`src/cpu_pkg.sv`:
```
package cpu_pkg;

	typedef logic [31:0] word_t;
	typedef logic [4:0]  reg_addr_t;
	typedef logic [9:0]  pc_t;
	typedef logic [11:0] dm_addr_t;
	typedef logic [5:0]  opcode_t;
	typedef logic [4:0]  sub_op_t;
	typedef logic [1:0]  wb_sel_t;

	// opcode zero is never issued and acts as a bubble
	localparam opcode_t OP_ALU  = 6'b100000;
	localparam opcode_t OP_ADDI = 6'b101000;
	localparam opcode_t OP_MOVI = 6'b100010;
	localparam opcode_t OP_LWI  = 6'b000010;
	localparam opcode_t OP_SWI  = 6'b001010;
	localparam opcode_t OP_BR   = 6'b100110;
	localparam opcode_t OP_J    = 6'b100100;

	localparam sub_op_t SUB_ADD = 5'd0;
	localparam sub_op_t SUB_SUB = 5'd1;
	localparam sub_op_t SUB_AND = 5'd2;
	localparam sub_op_t SUB_XOR = 5'd3;
	localparam sub_op_t SUB_OR  = 5'd4;

	localparam wb_sel_t WB_ALU = 2'd0;
	localparam wb_sel_t WB_MEM = 2'd1;

	typedef union packed {
		struct packed {
			logic       spare;
			opcode_t    opcode;
			reg_addr_t  rt;
			reg_addr_t  ra;
			reg_addr_t  rb;
			logic [4:0] spare_lo;
			sub_op_t    sub_op;
		} r_fmt;
		struct packed {
			logic        spare;
			opcode_t     opcode;
			reg_addr_t   rt;
			reg_addr_t   ra;
			logic [14:0] imm;
		} i_fmt;
	} insn_t;

endpackage
```
`src/pipe_if.sv`:
```
`timescale 1ns/1ns

// pending register write of one pipeline stage
interface pipe_if import cpu_pkg::*; ();

	logic      do_reg_write;
	logic      is_load;
	reg_addr_t write_reg_addr;
	word_t     write_data;

	modport wall (
		output do_reg_write,
		output is_load,
		output write_reg_addr,
		output write_data
	);

	modport fwd (
		input do_reg_write,
		input is_load,
		input write_reg_addr,
		input write_data
	);

endinterface

```
`src/top.sv`:
```
`timescale 1ns/1ns

module top import cpu_pkg::*; #(
	parameter int  NUM_REGS = 32,
	parameter pc_t RESET_PC = '0
) (
	input  logic     clk,
	input  logic     arst_n,
	input  word_t    instruction,
	output logic     alu_overflow,
	output logic     im_read,
	output pc_t      im_address,
	output logic     dm_read,
	output logic     dm_write,
	output dm_addr_t dm_address,
	output word_t    dm_in,
	input  word_t    dm_out
);

	pipe_if ex_w ();
	pipe_if mem_w ();
	pipe_if wb_w ();

	insn_t   dec_insn;
	pc_t     dec_pc;
	pc_t     current_pc;
	logic    flush;
	logic    hazard;
	word_t   ra_data;
	word_t   rb_data;
	word_t   rt_data;
	word_t   f_ra_data;
	word_t   f_rb_data;
	word_t   f_rt_data;
	logic    do_reg_write;
	logic    do_dm_read;
	logic    do_dm_write;
	wb_sel_t wb_sel;
	logic    use_rb;
	logic    uses_ra;
	logic    uses_rt;
	word_t   operand_b;
	opcode_t ex_opcode;
	sub_op_t ex_sub_op;
	word_t   ex_operand_a;
	word_t   ex_operand_b;
	word_t   alu_result;

	// fetch runs every cycle out of reset
	assign im_read    = arst_n;
	assign im_address = current_pc;

	pc #(
		.RESET_PC(RESET_PC)
	) u_pc (
		.clk(clk),
		.arst_n(arst_n),
		.stall(hazard),
		.insn(dec_insn),
		.decode_pc(dec_pc),
		.ra_data(f_ra_data),
		.rt_data(f_rt_data),
		.current_pc(current_pc),
		.flush(flush)
	);

	regfile #(
		.NUM_REGS(NUM_REGS)
	) u_regfile (
		.clk(clk),
		.arst_n(arst_n),
		.ra_addr(dec_insn.r_fmt.ra),
		.rb_addr(dec_insn.r_fmt.rb),
		.rt_addr(dec_insn.r_fmt.rt),
		.wb(wb_w.fwd),
		.ra_data(ra_data),
		.rb_data(rb_data),
		.rt_data(rt_data)
	);

	controller u_controller (
		.insn(dec_insn),
		.rb_data(f_rb_data),
		.do_reg_write(do_reg_write),
		.do_dm_read(do_dm_read),
		.do_dm_write(do_dm_write),
		.wb_sel(wb_sel),
		.use_rb(use_rb),
		.operand_b(operand_b),
		.uses_ra(uses_ra),
		.uses_rt(uses_rt)
	);

	forward u_forward (
		.ra_addr(dec_insn.r_fmt.ra),
		.rb_addr(dec_insn.r_fmt.rb),
		.rt_addr(dec_insn.r_fmt.rt),
		.uses_ra(uses_ra),
		.use_rb(use_rb),
		.uses_rt(uses_rt),
		.ra_data(ra_data),
		.rb_data(rb_data),
		.rt_data(rt_data),
		.ex_w(ex_w.fwd),
		.mem_w(mem_w.fwd),
		.wb_w(wb_w.fwd),
		.f_ra_data(f_ra_data),
		.f_rb_data(f_rb_data),
		.f_rt_data(f_rt_data),
		.hazard(hazard)
	);

	alu u_alu (
		.operand_a(ex_operand_a),
		.operand_b(ex_operand_b),
		.opcode(ex_opcode),
		.sub_op(ex_sub_op),
		.result(alu_result),
		.overflow(alu_overflow)
	);

	regwalls u_regwalls (
		.clk(clk),
		.arst_n(arst_n),
		.instruction(instruction),
		.current_pc(current_pc),
		.flush(flush),
		.hazard(hazard),
		.dec_insn(dec_insn),
		.dec_pc(dec_pc),
		.do_reg_write(do_reg_write),
		.do_dm_read(do_dm_read),
		.do_dm_write(do_dm_write),
		.wb_sel(wb_sel),
		.f_ra_data(f_ra_data),
		.operand_b(operand_b),
		.f_rt_data(f_rt_data),
		.alu_result(alu_result),
		.ex_opcode(ex_opcode),
		.ex_sub_op(ex_sub_op),
		.ex_operand_a(ex_operand_a),
		.ex_operand_b(ex_operand_b),
		.dm_read(dm_read),
		.dm_write(dm_write),
		.dm_address(dm_address),
		.dm_in(dm_in),
		.dm_out(dm_out),
		.ex_w(ex_w.wall),
		.mem_w(mem_w.wall),
		.wb_w(wb_w.wall)
	);

endmodule

```
`src/regwalls.sv`:
```
`timescale 1ns/1ns

module regwalls import cpu_pkg::*; (
	input  logic     clk,
	input  logic     arst_n,
	input  word_t    instruction,
	input  pc_t      current_pc,
	input  logic     flush,
	input  logic     hazard,
	output insn_t    dec_insn,
	output pc_t      dec_pc,
	input  logic     do_reg_write,
	input  logic     do_dm_read,
	input  logic     do_dm_write,
	input  wb_sel_t  wb_sel,
	input  word_t    f_ra_data,
	input  word_t    operand_b,
	input  word_t    f_rt_data,
	input  word_t    alu_result,
	output opcode_t  ex_opcode,
	output sub_op_t  ex_sub_op,
	output word_t    ex_operand_a,
	output word_t    ex_operand_b,
	output logic     dm_read,
	output logic     dm_write,
	output dm_addr_t dm_address,
	output word_t    dm_in,
	input  word_t    dm_out,
	pipe_if.wall     ex_w,
	pipe_if.wall     mem_w,
	pipe_if.wall     wb_w
);

	logic    ex_dm_write;
	wb_sel_t ex_wb_sel;
	word_t   ex_store_data;
	wb_sel_t mem_wb_sel;
	word_t   mem_alu_result;

	assign ex_w.write_data  = alu_result;
	assign mem_w.write_data = (mem_wb_sel == WB_MEM) ? dm_out : mem_alu_result;
	assign dm_read          = mem_w.is_load;
	assign dm_address       = mem_alu_result[11:0];

	always_ff @(posedge clk or negedge arst_n) begin
		if (!arst_n) begin
			dec_insn             <= '0;
			dec_pc               <= '0;
			ex_opcode            <= '0;
			ex_sub_op            <= '0;
			ex_dm_write          <= 1'b0;
			ex_wb_sel            <= WB_ALU;
			ex_w.do_reg_write    <= 1'b0;
			ex_w.is_load         <= 1'b0;
			ex_w.write_reg_addr  <= '0;
			dm_write             <= 1'b0;
			mem_wb_sel           <= WB_ALU;
			mem_w.do_reg_write   <= 1'b0;
			mem_w.is_load        <= 1'b0;
			mem_w.write_reg_addr <= '0;
			wb_w.do_reg_write    <= 1'b0;
			wb_w.is_load         <= 1'b0;
			wb_w.write_reg_addr  <= '0;
		end else begin
			// fetch wall holds on a load-use stall
			if (!hazard) begin
				dec_insn <= flush ? '0 : instruction;
				dec_pc   <= current_pc;
			end
			// decode wall takes a bubble instead
			ex_opcode           <= hazard ? '0 : dec_insn.r_fmt.opcode;
			ex_sub_op           <= dec_insn.r_fmt.sub_op;
			ex_dm_write         <= do_dm_write && !hazard;
			ex_wb_sel           <= wb_sel;
			ex_w.do_reg_write   <= do_reg_write && !hazard;
			ex_w.is_load        <= do_dm_read && !hazard;
			ex_w.write_reg_addr <= dec_insn.r_fmt.rt;
			dm_write             <= ex_dm_write;
			mem_wb_sel           <= ex_wb_sel;
			mem_w.do_reg_write   <= ex_w.do_reg_write;
			mem_w.is_load        <= ex_w.is_load;
			mem_w.write_reg_addr <= ex_w.write_reg_addr;
			wb_w.do_reg_write    <= mem_w.do_reg_write;
			wb_w.is_load         <= mem_w.is_load;
			wb_w.write_reg_addr  <= mem_w.write_reg_addr;
		end
	end

	always_ff @(posedge clk) begin
		ex_operand_a    <= f_ra_data;
		ex_operand_b    <= operand_b;
		ex_store_data   <= f_rt_data;
		mem_alu_result  <= alu_result;
		dm_in           <= ex_store_data;
		wb_w.write_data <= mem_w.write_data;
	end

endmodule

```
`src/forward.sv`:
```
`timescale 1ns/1ns

module forward import cpu_pkg::*; (
	input  reg_addr_t ra_addr,
	input  reg_addr_t rb_addr,
	input  reg_addr_t rt_addr,
	input  logic      uses_ra,
	input  logic      use_rb,
	input  logic      uses_rt,
	input  word_t     ra_data,
	input  word_t     rb_data,
	input  word_t     rt_data,
	pipe_if.fwd       ex_w,
	pipe_if.fwd       mem_w,
	pipe_if.fwd       wb_w,
	output word_t     f_ra_data,
	output word_t     f_rb_data,
	output word_t     f_rt_data,
	output logic      hazard
);

	// later checks override, so execute wins over memory and write-back
	function automatic word_t pick(reg_addr_t addr, word_t rf_data);
		word_t data;
		data = rf_data;
		if (wb_w.do_reg_write && wb_w.write_reg_addr == addr)
			data = wb_w.write_data;
		if (mem_w.do_reg_write && mem_w.write_reg_addr == addr)
			data = mem_w.write_data;
		if (ex_w.do_reg_write && ex_w.write_reg_addr == addr)
			data = ex_w.write_data;
		return data;
	endfunction

	always_comb begin
		f_ra_data = pick(ra_addr, ra_data);
		f_rb_data = pick(rb_addr, rb_data);
		f_rt_data = pick(rt_addr, rt_data);
	end

	// load data only exists once the load reaches memory
	assign hazard = ex_w.is_load && ex_w.do_reg_write &&
		((uses_ra && ex_w.write_reg_addr == ra_addr) ||
		(use_rb && ex_w.write_reg_addr == rb_addr) ||
		(uses_rt && ex_w.write_reg_addr == rt_addr));

endmodule

```
`src/pc.sv`:
```
`timescale 1ns/1ns

module pc import cpu_pkg::*; #(
	parameter pc_t RESET_PC = '0
) (
	input  logic  clk,
	input  logic  arst_n,
	input  logic  stall,
	input  insn_t insn,
	input  pc_t   decode_pc,
	input  word_t ra_data,
	input  word_t rt_data,
	output pc_t   current_pc,
	output logic  flush
);

	word_t offset;
	logic  redirect;
	pc_t   target;

	always_comb begin
		offset   = {{18{insn.i_fmt.imm[13]}}, insn.i_fmt.imm[13:0]};
		redirect = 1'b0;
		if (insn.i_fmt.opcode == OP_BR) begin
			// sense bit clear means branch on equal
			redirect = (rt_data == ra_data) ^ insn.i_fmt.imm[14];
		end else if (insn.i_fmt.opcode == OP_J) begin
			offset   = {{8{insn.i_fmt.rt[3]}}, insn.i_fmt.rt[3:0], insn.i_fmt.ra, insn.i_fmt.imm};
			redirect = 1'b1;
		end
	end

	assign target = decode_pc + offset[9:0];
	// operands may be stale while a load-use stall is pending
	assign flush  = redirect && !stall;

	always_ff @(posedge clk or negedge arst_n) begin
		if (!arst_n) begin
			current_pc <= RESET_PC;
		end else if (flush) begin
			current_pc <= target;
		end else if (!stall) begin
			current_pc <= current_pc + 1'b1;
		end
	end

endmodule

```
`src/controller.sv`:
```
`timescale 1ns/1ns

module controller import cpu_pkg::*; (
	input  insn_t   insn,
	input  word_t   rb_data,
	output logic    do_reg_write,
	output logic    do_dm_read,
	output logic    do_dm_write,
	output wb_sel_t wb_sel,
	output logic    use_rb,
	output word_t   operand_b,
	output logic    uses_ra,
	output logic    uses_rt
);

	word_t imm;

	always_comb begin
		do_reg_write = 1'b0;
		do_dm_read   = 1'b0;
		do_dm_write  = 1'b0;
		wb_sel       = WB_ALU;
		use_rb       = 1'b0;
		uses_ra      = 1'b0;
		uses_rt      = 1'b0;
		imm          = {{17{insn.i_fmt.imm[14]}}, insn.i_fmt.imm};
		case (insn.r_fmt.opcode)
			OP_ALU: begin
				do_reg_write = 1'b1;
				use_rb       = 1'b1;
				uses_ra      = 1'b1;
			end
			OP_ADDI: begin
				do_reg_write = 1'b1;
				uses_ra      = 1'b1;
			end
			OP_MOVI: begin
				do_reg_write = 1'b1;
				// 20-bit immediate spans the ra field
				imm = {{12{insn.i_fmt.ra[4]}}, insn.i_fmt.ra, insn.i_fmt.imm};
			end
			OP_LWI: begin
				do_reg_write = 1'b1;
				do_dm_read   = 1'b1;
				wb_sel       = WB_MEM;
				uses_ra      = 1'b1;
			end
			OP_SWI: begin
				do_dm_write = 1'b1;
				uses_ra     = 1'b1;
				uses_rt     = 1'b1;
			end
			// compared in decode by the pc block
			OP_BR: begin
				uses_ra = 1'b1;
				uses_rt = 1'b1;
			end
			default: ;
		endcase
	end

	assign operand_b = use_rb ? rb_data : imm;

endmodule

```
`src/regfile.sv`:
```
`timescale 1ns/1ns

module regfile import cpu_pkg::*; #(
	parameter int NUM_REGS = 32
) (
	input  logic      clk,
	input  logic      arst_n,
	input  reg_addr_t ra_addr,
	input  reg_addr_t rb_addr,
	input  reg_addr_t rt_addr,
	pipe_if.fwd       wb,
	output word_t     ra_data,
	output word_t     rb_data,
	output word_t     rt_data
);

	word_t regs [NUM_REGS];

	assign ra_data = regs[ra_addr];
	assign rb_data = regs[rb_addr];
	assign rt_data = regs[rt_addr];

	always_ff @(posedge clk or negedge arst_n) begin
		if (!arst_n) begin
			for (int i = 0; i < NUM_REGS; i++) begin
				regs[i] <= '0;
			end
		end else if (wb.do_reg_write) begin
			regs[wb.write_reg_addr] <= wb.write_data;
		end
	end

endmodule

```
`src/alu.sv`:
```
`timescale 1ns/1ns

module alu import cpu_pkg::*; (
	input  word_t   operand_a,
	input  word_t   operand_b,
	input  opcode_t opcode,
	input  sub_op_t sub_op,
	output word_t   result,
	output logic    overflow
);

	logic is_add;
	logic is_sub;

	always_comb begin
		result = '0;
		is_add = 1'b0;
		is_sub = 1'b0;
		case (opcode)
			OP_ADDI: begin
				result = operand_a + operand_b;
				is_add = 1'b1;
			end
			// address generation never flags overflow
			OP_LWI, OP_SWI: result = operand_a + operand_b;
			OP_MOVI: result = operand_b;
			OP_ALU: begin
				case (sub_op)
					SUB_ADD: begin
						result = operand_a + operand_b;
						is_add = 1'b1;
					end
					SUB_SUB: begin
						result = operand_a - operand_b;
						is_sub = 1'b1;
					end
					SUB_AND: result = operand_a & operand_b;
					SUB_OR:  result = operand_a | operand_b;
					SUB_XOR: result = operand_a ^ operand_b;
					default: result = '0;
				endcase
			end
			default: result = '0;
		endcase
	end

	// sign of result disagrees with the operand signs
	assign overflow =
		(is_add && operand_a[31] == operand_b[31] && result[31] != operand_a[31]) ||
		(is_sub && operand_a[31] != operand_b[31] && result[31] != operand_a[31]);

endmodule

```
`config.mk`:
```
export PLATFORM = sky130hd
export DESIGN_NAME = top
export DESIGN_NICKNAME = d
export VERILOG_FILES = /design/src/cpu_pkg.sv /design/src/pipe_if.sv /design/src/top.sv /design/src/regwalls.sv /design/src/forward.sv /design/src/pc.sv /design/src/controller.sv /design/src/regfile.sv /design/src/alu.sv
export SDC_FILE = /design/constraint.sdc
export NUM_CORES = 2
export LEC_CHECK = 0
export BUFFER_PORTS_ARGS = -buffer_cell sky130_fd_sc_hd__buf_2
export CAP_MARGIN = 20
export CORE_AREA = 2 2 392 433
export CTS_BUF_LIST = sky130_fd_sc_hd__clkbuf_8
export DETAILED_ROUTE_END_ITERATION = 16
export DIE_AREA = 0 0 394 435
export PLACE_DENSITY = 0.65
export SYNTH_ARGS = -nofsm -noshare
export SYNTH_HDL_FRONTEND = slang
export SYNTH_HIERARCHICAL = 1
export SYNTH_SLANG_ARGS = --single-unit
```
`constraint.sdc`:
```
create_clock -name clk -period 11.1 [get_ports clk]
set_input_delay 1.11 -clock clk [delete_from_list [all_inputs] [get_ports clk]]
set_output_delay 1.11 -clock clk [all_outputs]
set_load 0.02 [all_outputs]
```
# Word level (Yosys, flattened, before mapping)
# Index checks and enable logic that the tools add are counted.
# classes
n_addsub	4
n_lt_le_gt_ge	5
eq_ne	31
mux	43
bitwise_logic	8
n_reduce_logical	32
# op_table
cell	count
$bwmux W1024	1
$mux W32	19
$bmux W32 S5	3
$demux W32 S5	1
$pmux W32 S5	1
$pmux W32 S3	1
$eq A6 B6 Y1 const B	8
$eq A5 B5 Y1	9
$add A32 B32 Y32	1
$and A32 B32 Y32	1
$eq A32 B32 Y1	1
$or A32 B32 Y32	1
$sub A32 B32 Y32	1
$xor A32 B32 Y32	1
$mux W31	1
$ge A6 B6 Y1 const B	4
$not A5 Y6	4
$logic_and A1 B1 Y1	23
$mux W10	2
$eq A6 B2 Y1 const B	2
$eq A6 B4 Y1 const B	2
$mux W1	12
$add A10 B1 Y10 const B	1
$add A10 B10 Y10	1
18 further kinds	22
# totals
regBits	1302
output_inout_bits	58
elab_cells	178

# Depth between registers and ports, before layout
# depth
word_depth	12
depth_mapped	28
ltp_nobuf	24

# Hierarchy
# Netlist, hierarchy kept.
# by_module_without_submodules
mod	instances	cells_each	area_per_inst_um2
regfile	1	5763	64526.9
regwalls	1	476	7429.6
alu	1	827	5527.8
forward	1	565	3622.2
pc	1	154	1325.0
controller	1	80	621.8
top	1	1	7.5

# Worst setup path before layout
# No wires, ideal clock.
# synth_path
path_kind	register to register
from	register u_regwalls.ex_operand_b[0]
to	register u_regwalls/dec_insn[29] (netlist name)
setup_time_ps	121
arrival_time_ps	5003
t_required_ps	10979
path_slack_ps	5976
stages_incl_launch_ff	26
path_buffers	4
period_less_slack_ps	5124
path_cell_list	dfxtp_1 ha_1 fa_1 a21oi_1 o22ai_1 o31ai_1 o21ai_2 a21o_1 a31oi_1 mux2_2 o22ai_1 buf_4 nand2_1 o21ai_1 xor2_1 nor4_1 nand4_1 nor2_1 xnor2_1 a2111o_1 buf_6 buf_6 inv_1 clkbuf_1 nor2_1 a22o_1
# synth_between
elab_chain_len	9
word_cells_on_any_way	14
classes_between	add/sub (2); eq/ne (1); mux (6); bitwise (4); reduce/logical (1)
# synth_rtl
item	line_no	rtl
start, declared	regwalls.sv:23	output word_t ex_operand_b,
start signal, assigned	regwalls.sv:91	ex_operand_b <= operand_b;
$sub A32 B32 Y32 / $add A32 B32 Y32 (equally long branches)	--	
$pmux W32 S5	alu.sv:28	case (sub_op)
$pmux W32 S3 *	alu.sv:19	case (opcode)
via alu_result[28]	top.sv:47	word_t alu_result;
$mux W32 *	forward.sv:30	if (ex_w.do_reg_write && ex_w.write_reg_addr == addr)
via f_ra_data[28]	top.sv:32	word_t f_ra_data;
$eq A32 B32 Y1 *	pc.sv:26	redirect = (rt_data == ra_data) ^ insn.i_fmt.imm[14];
$xor A1 B1 Y1 *	pc.sv:26	
$mux W1 *	pc.sv:24	if (insn.i_fmt.opcode == OP_BR) begin
$logic_and A1 B1 Y1 *	pc.sv:35	assign flush = redirect && !stall;
via flush	top.sv:27	logic flush;
$mux W31 *	regwalls.sv:67	dec_insn <= flush ? '0 : instruction;
end signal, assigned	regwalls.sv:67	
end, declared	regwalls.sv:10	output insn_t dec_insn,
# The timed path passes the listed nets; every way through them passes the cells marked *.
# A chain may end at the register's enable or synchronous reset.

# Worst setup path after layout
# layout_path
from	register u_regwalls.ex_operand_b[11]
to	register u_regwalls/dec_insn[14] (netlist name)
# layout_between
elab_chain_len	9
word_cells_on_any_way	14
classes_between	add/sub (2); eq/ne (1); mux (6); bitwise (4); reduce/logical (1)
# layout_rtl
item	line_no	rtl
$sub A32 B32 Y32 / $add A32 B32 Y32 (equally long branches)	--	
$pmux W32 S5	alu.sv:28	
$pmux W32 S3 *	alu.sv:19	
via alu_result[26]	top.sv:47	
$mux W32 *	forward.sv:30	
via f_rt_data[26]	top.sv:34	word_t f_rt_data;
$eq A32 B32 Y1 *	pc.sv:26	
$xor A1 B1 Y1 *	pc.sv:26	
$mux W1 *	pc.sv:24	
$logic_and A1 B1 Y1 *	pc.sv:35	
via flush	top.sv:27	
$mux W31 *	regwalls.sv:67	
# Marked as above.

==> results_dict.tcl <==
set metrics [dict create \
    crit_required_ps 11990 \
    pin_count 124 \
    num_vias 67100 \
    hold_path_class "in2async" \
    status "complete, no violations" \
    die_w_um 394 \
    synthesis.nets 8036 \
    critPathArrivalTime_ps 8390 \
    reg2reg_slack_ps 3610 \
    numPortBuffers 122 \
    timing.final.ws_setup_ps 3610 \
    utilization 0.534 \
    initial_core_util 0.496 \
    grt_setup_unrepaired "false" \
    start_kind "flip-flop" \
    grt_use_total 0.334 \
    clock_path_buffers 3 \
    grt_max_degree 168 \
    period_share 0.675 \
    ant_nets 0 \
    path_clk_slew_ps 70 \
    cts_setup_buffers 0 \
    fin_skew_ps 62.5 \
    drc 0 \
    antenna_found_initial 16 \
    place_inst 9647 \
    path_class "reg2reg" \
    fin_hold_ws_ps 56.0 \
    multiInputGateArea_sq_um 47300 \
    final_area_sq_um 89500 \
    vias_per_cell 6.67 \
    drt_iter0_markers 7775 \
    num_rows 158 \
    dp_slack_ps 3770 \
    p_leak_nw 42.7 \
    slew_headroom 0.223 \
    final_common_cell "mux2i_1" \
    synth_cells 7862 \
    syn_to_final_growth_pct 7.80 \
    reg2reg_depth 22 \
    seq_area_sq_um 31700 \
    nNetsFinal 7814 \
    max_freq_ghz 0.133 \
    syn_area_sq_um 83000 \
    core_sq_um 167000 \
    nFillCells 14700 \
    cts_resized 0 \
    avgSynthCellArea_sq_um 10.6 \
    dpl-instance-area_sq_um 84500 \
    hold_violations 0 \
    cts_max_level 4 \
    grt_pass1_vias 65700 \
    postRouteWirelength_um 297000 \
    final_cell_mix "mux2i_1 (1574), dfrtp_1 (1108), mux2_2 (1027), nand2_1 (472), a21oi_1 (386)" \
    fin_tns_setup_ps 0 \
    min_period_ps 7490 \
    hpwl_um 176000 \
    setup_viol 0 \
    cts_sinks 1304 \
    tightest_slew_ps 1160 \
    wl_per_cell_um 29.6 \
    critPathMaxFanout 30 \
    cts_tree "built" \
    total_power_mw 12.1 \
    peakVddDrop_mv 0.0925 \
    firstDrtPassIters 7 \
    cts_root_buf "clkbuf_8" \
    yosysWarnings 6 \
    die_area_sq_um 171000 \
    clock_latency_ps 1010 \
    fp.dieH_um 435 \
    cts_buffers 216 \
    postCtsHoldBufs 0 \
    power.density_nw_per_um2 135 \
    grt_pass1_wl_um 432000 \
    end_kind "flip-flop" \
    cap_violations 0 \
    drive_gt1_frac 0.236 \
    gp_congestion 0.954 \
    slew_viol_final 0 \
    fin_cells 10100 \
    gr-total-overflow 0 \
]
-- worst max-delay path, cell delays in order (launching register included) --
cell,delay (ps)
dfxtp_1,380
inv_1,80
ha_1,480
or4_4,580
nand2b_4,170
a211oi_2,300
o21bai_1,210
a2111o_1,510
o21ai_2,240
a2bb2oi_2,150
a21oi_1,90
a221o_1,340
nand2_1,80
o21ai_1,140
xor2_1,740
nor4_1,230
nand4_1,140
nor2_1,60
xnor2_1,400
a2111o_1,820
inv_1,720
nand2b_1,340
o21ai_0,200
-- worst paths after layout --
kind / start / endpoint
setup / recovery: u_regwalls/ex_operand_b[11]$_DFF_P_ / u_regwalls/dec_insn[14]$_DFFE_PN0N_
hold / removal: arst_n / u_regfile/regs[987]$_DFFE_PN0P_
setup reg to reg: u_regwalls/ex_operand_b[11]$_DFF_P_ / u_regwalls/dec_insn[14]$_DFFE_PN0N_
hold reg to reg: u_regwalls/ex_store_data[1]$_DFF_P_ / u_regwalls/dm_in[1]$_DFF_P_
max in group asynchronous: arst_n / u_regfile/regs[871]$_DFFE_PN0P_
min in group clk: instruction[29] / u_regwalls/dec_insn[29]$_DFFE_PN0N_
-- state kept, by name, indices dropped and copies added (netlist names), 2 cells and up --
register                         cells
u_regwalls/ex_operand_a             32
u_regwalls/dm_in                    32
u_regwalls/ex_w.write_reg_addr       5
u_regwalls/mem_wb_sel                2
u_regwalls/wb_w.write_reg_addr       5
u_regwalls/wb_w.write_data          32
u_regwalls/ex_operand_b             32
u_regwalls/dec_insn                 31
u_regwalls/ex_opcode                 6
u_regwalls/mem_w.write_reg_addr      5
u_regwalls/ex_sub_op                 5
u_regwalls/dec_pc                   10
u_pc/current_pc                     10
u_regwalls/ex_wb_sel                 2
u_regfile/regs                    1024
u_regwalls/ex_store_data            32
u_regwalls/mem_alu_result           32
-- power breakdown --
part           internal [mW]  leakage, nW  total, mW  switching (mW)
registers               4.95         16.9       5.18           0.225
logic                  0.879         23.2       2.42            1.54
clock network           2.41         2.62       4.50            2.09
-- layer usage --
layer,part of all wire,vias to the layer above,GRT usage
met3,0.098,1043,0.0794
met1,0.39,33700,0.427
met5,0.00025,-,0
li1,-,28600,-
met4,0.062,10,0.193
met2,0.45,3815,0.516
-- final cells by class --
cell class,count,share of cell area
inverters,112,0.00470
flip-flops and latches,1304,0.354
well taps,2240,0.0313
clock inverters,124,0.00934
diodes,7,0.000196
multi-input cells,5686,0.529
clock buffers,269,0.0414
repair buffers,320,0.0301
Power figures use the tool's default switching activity.
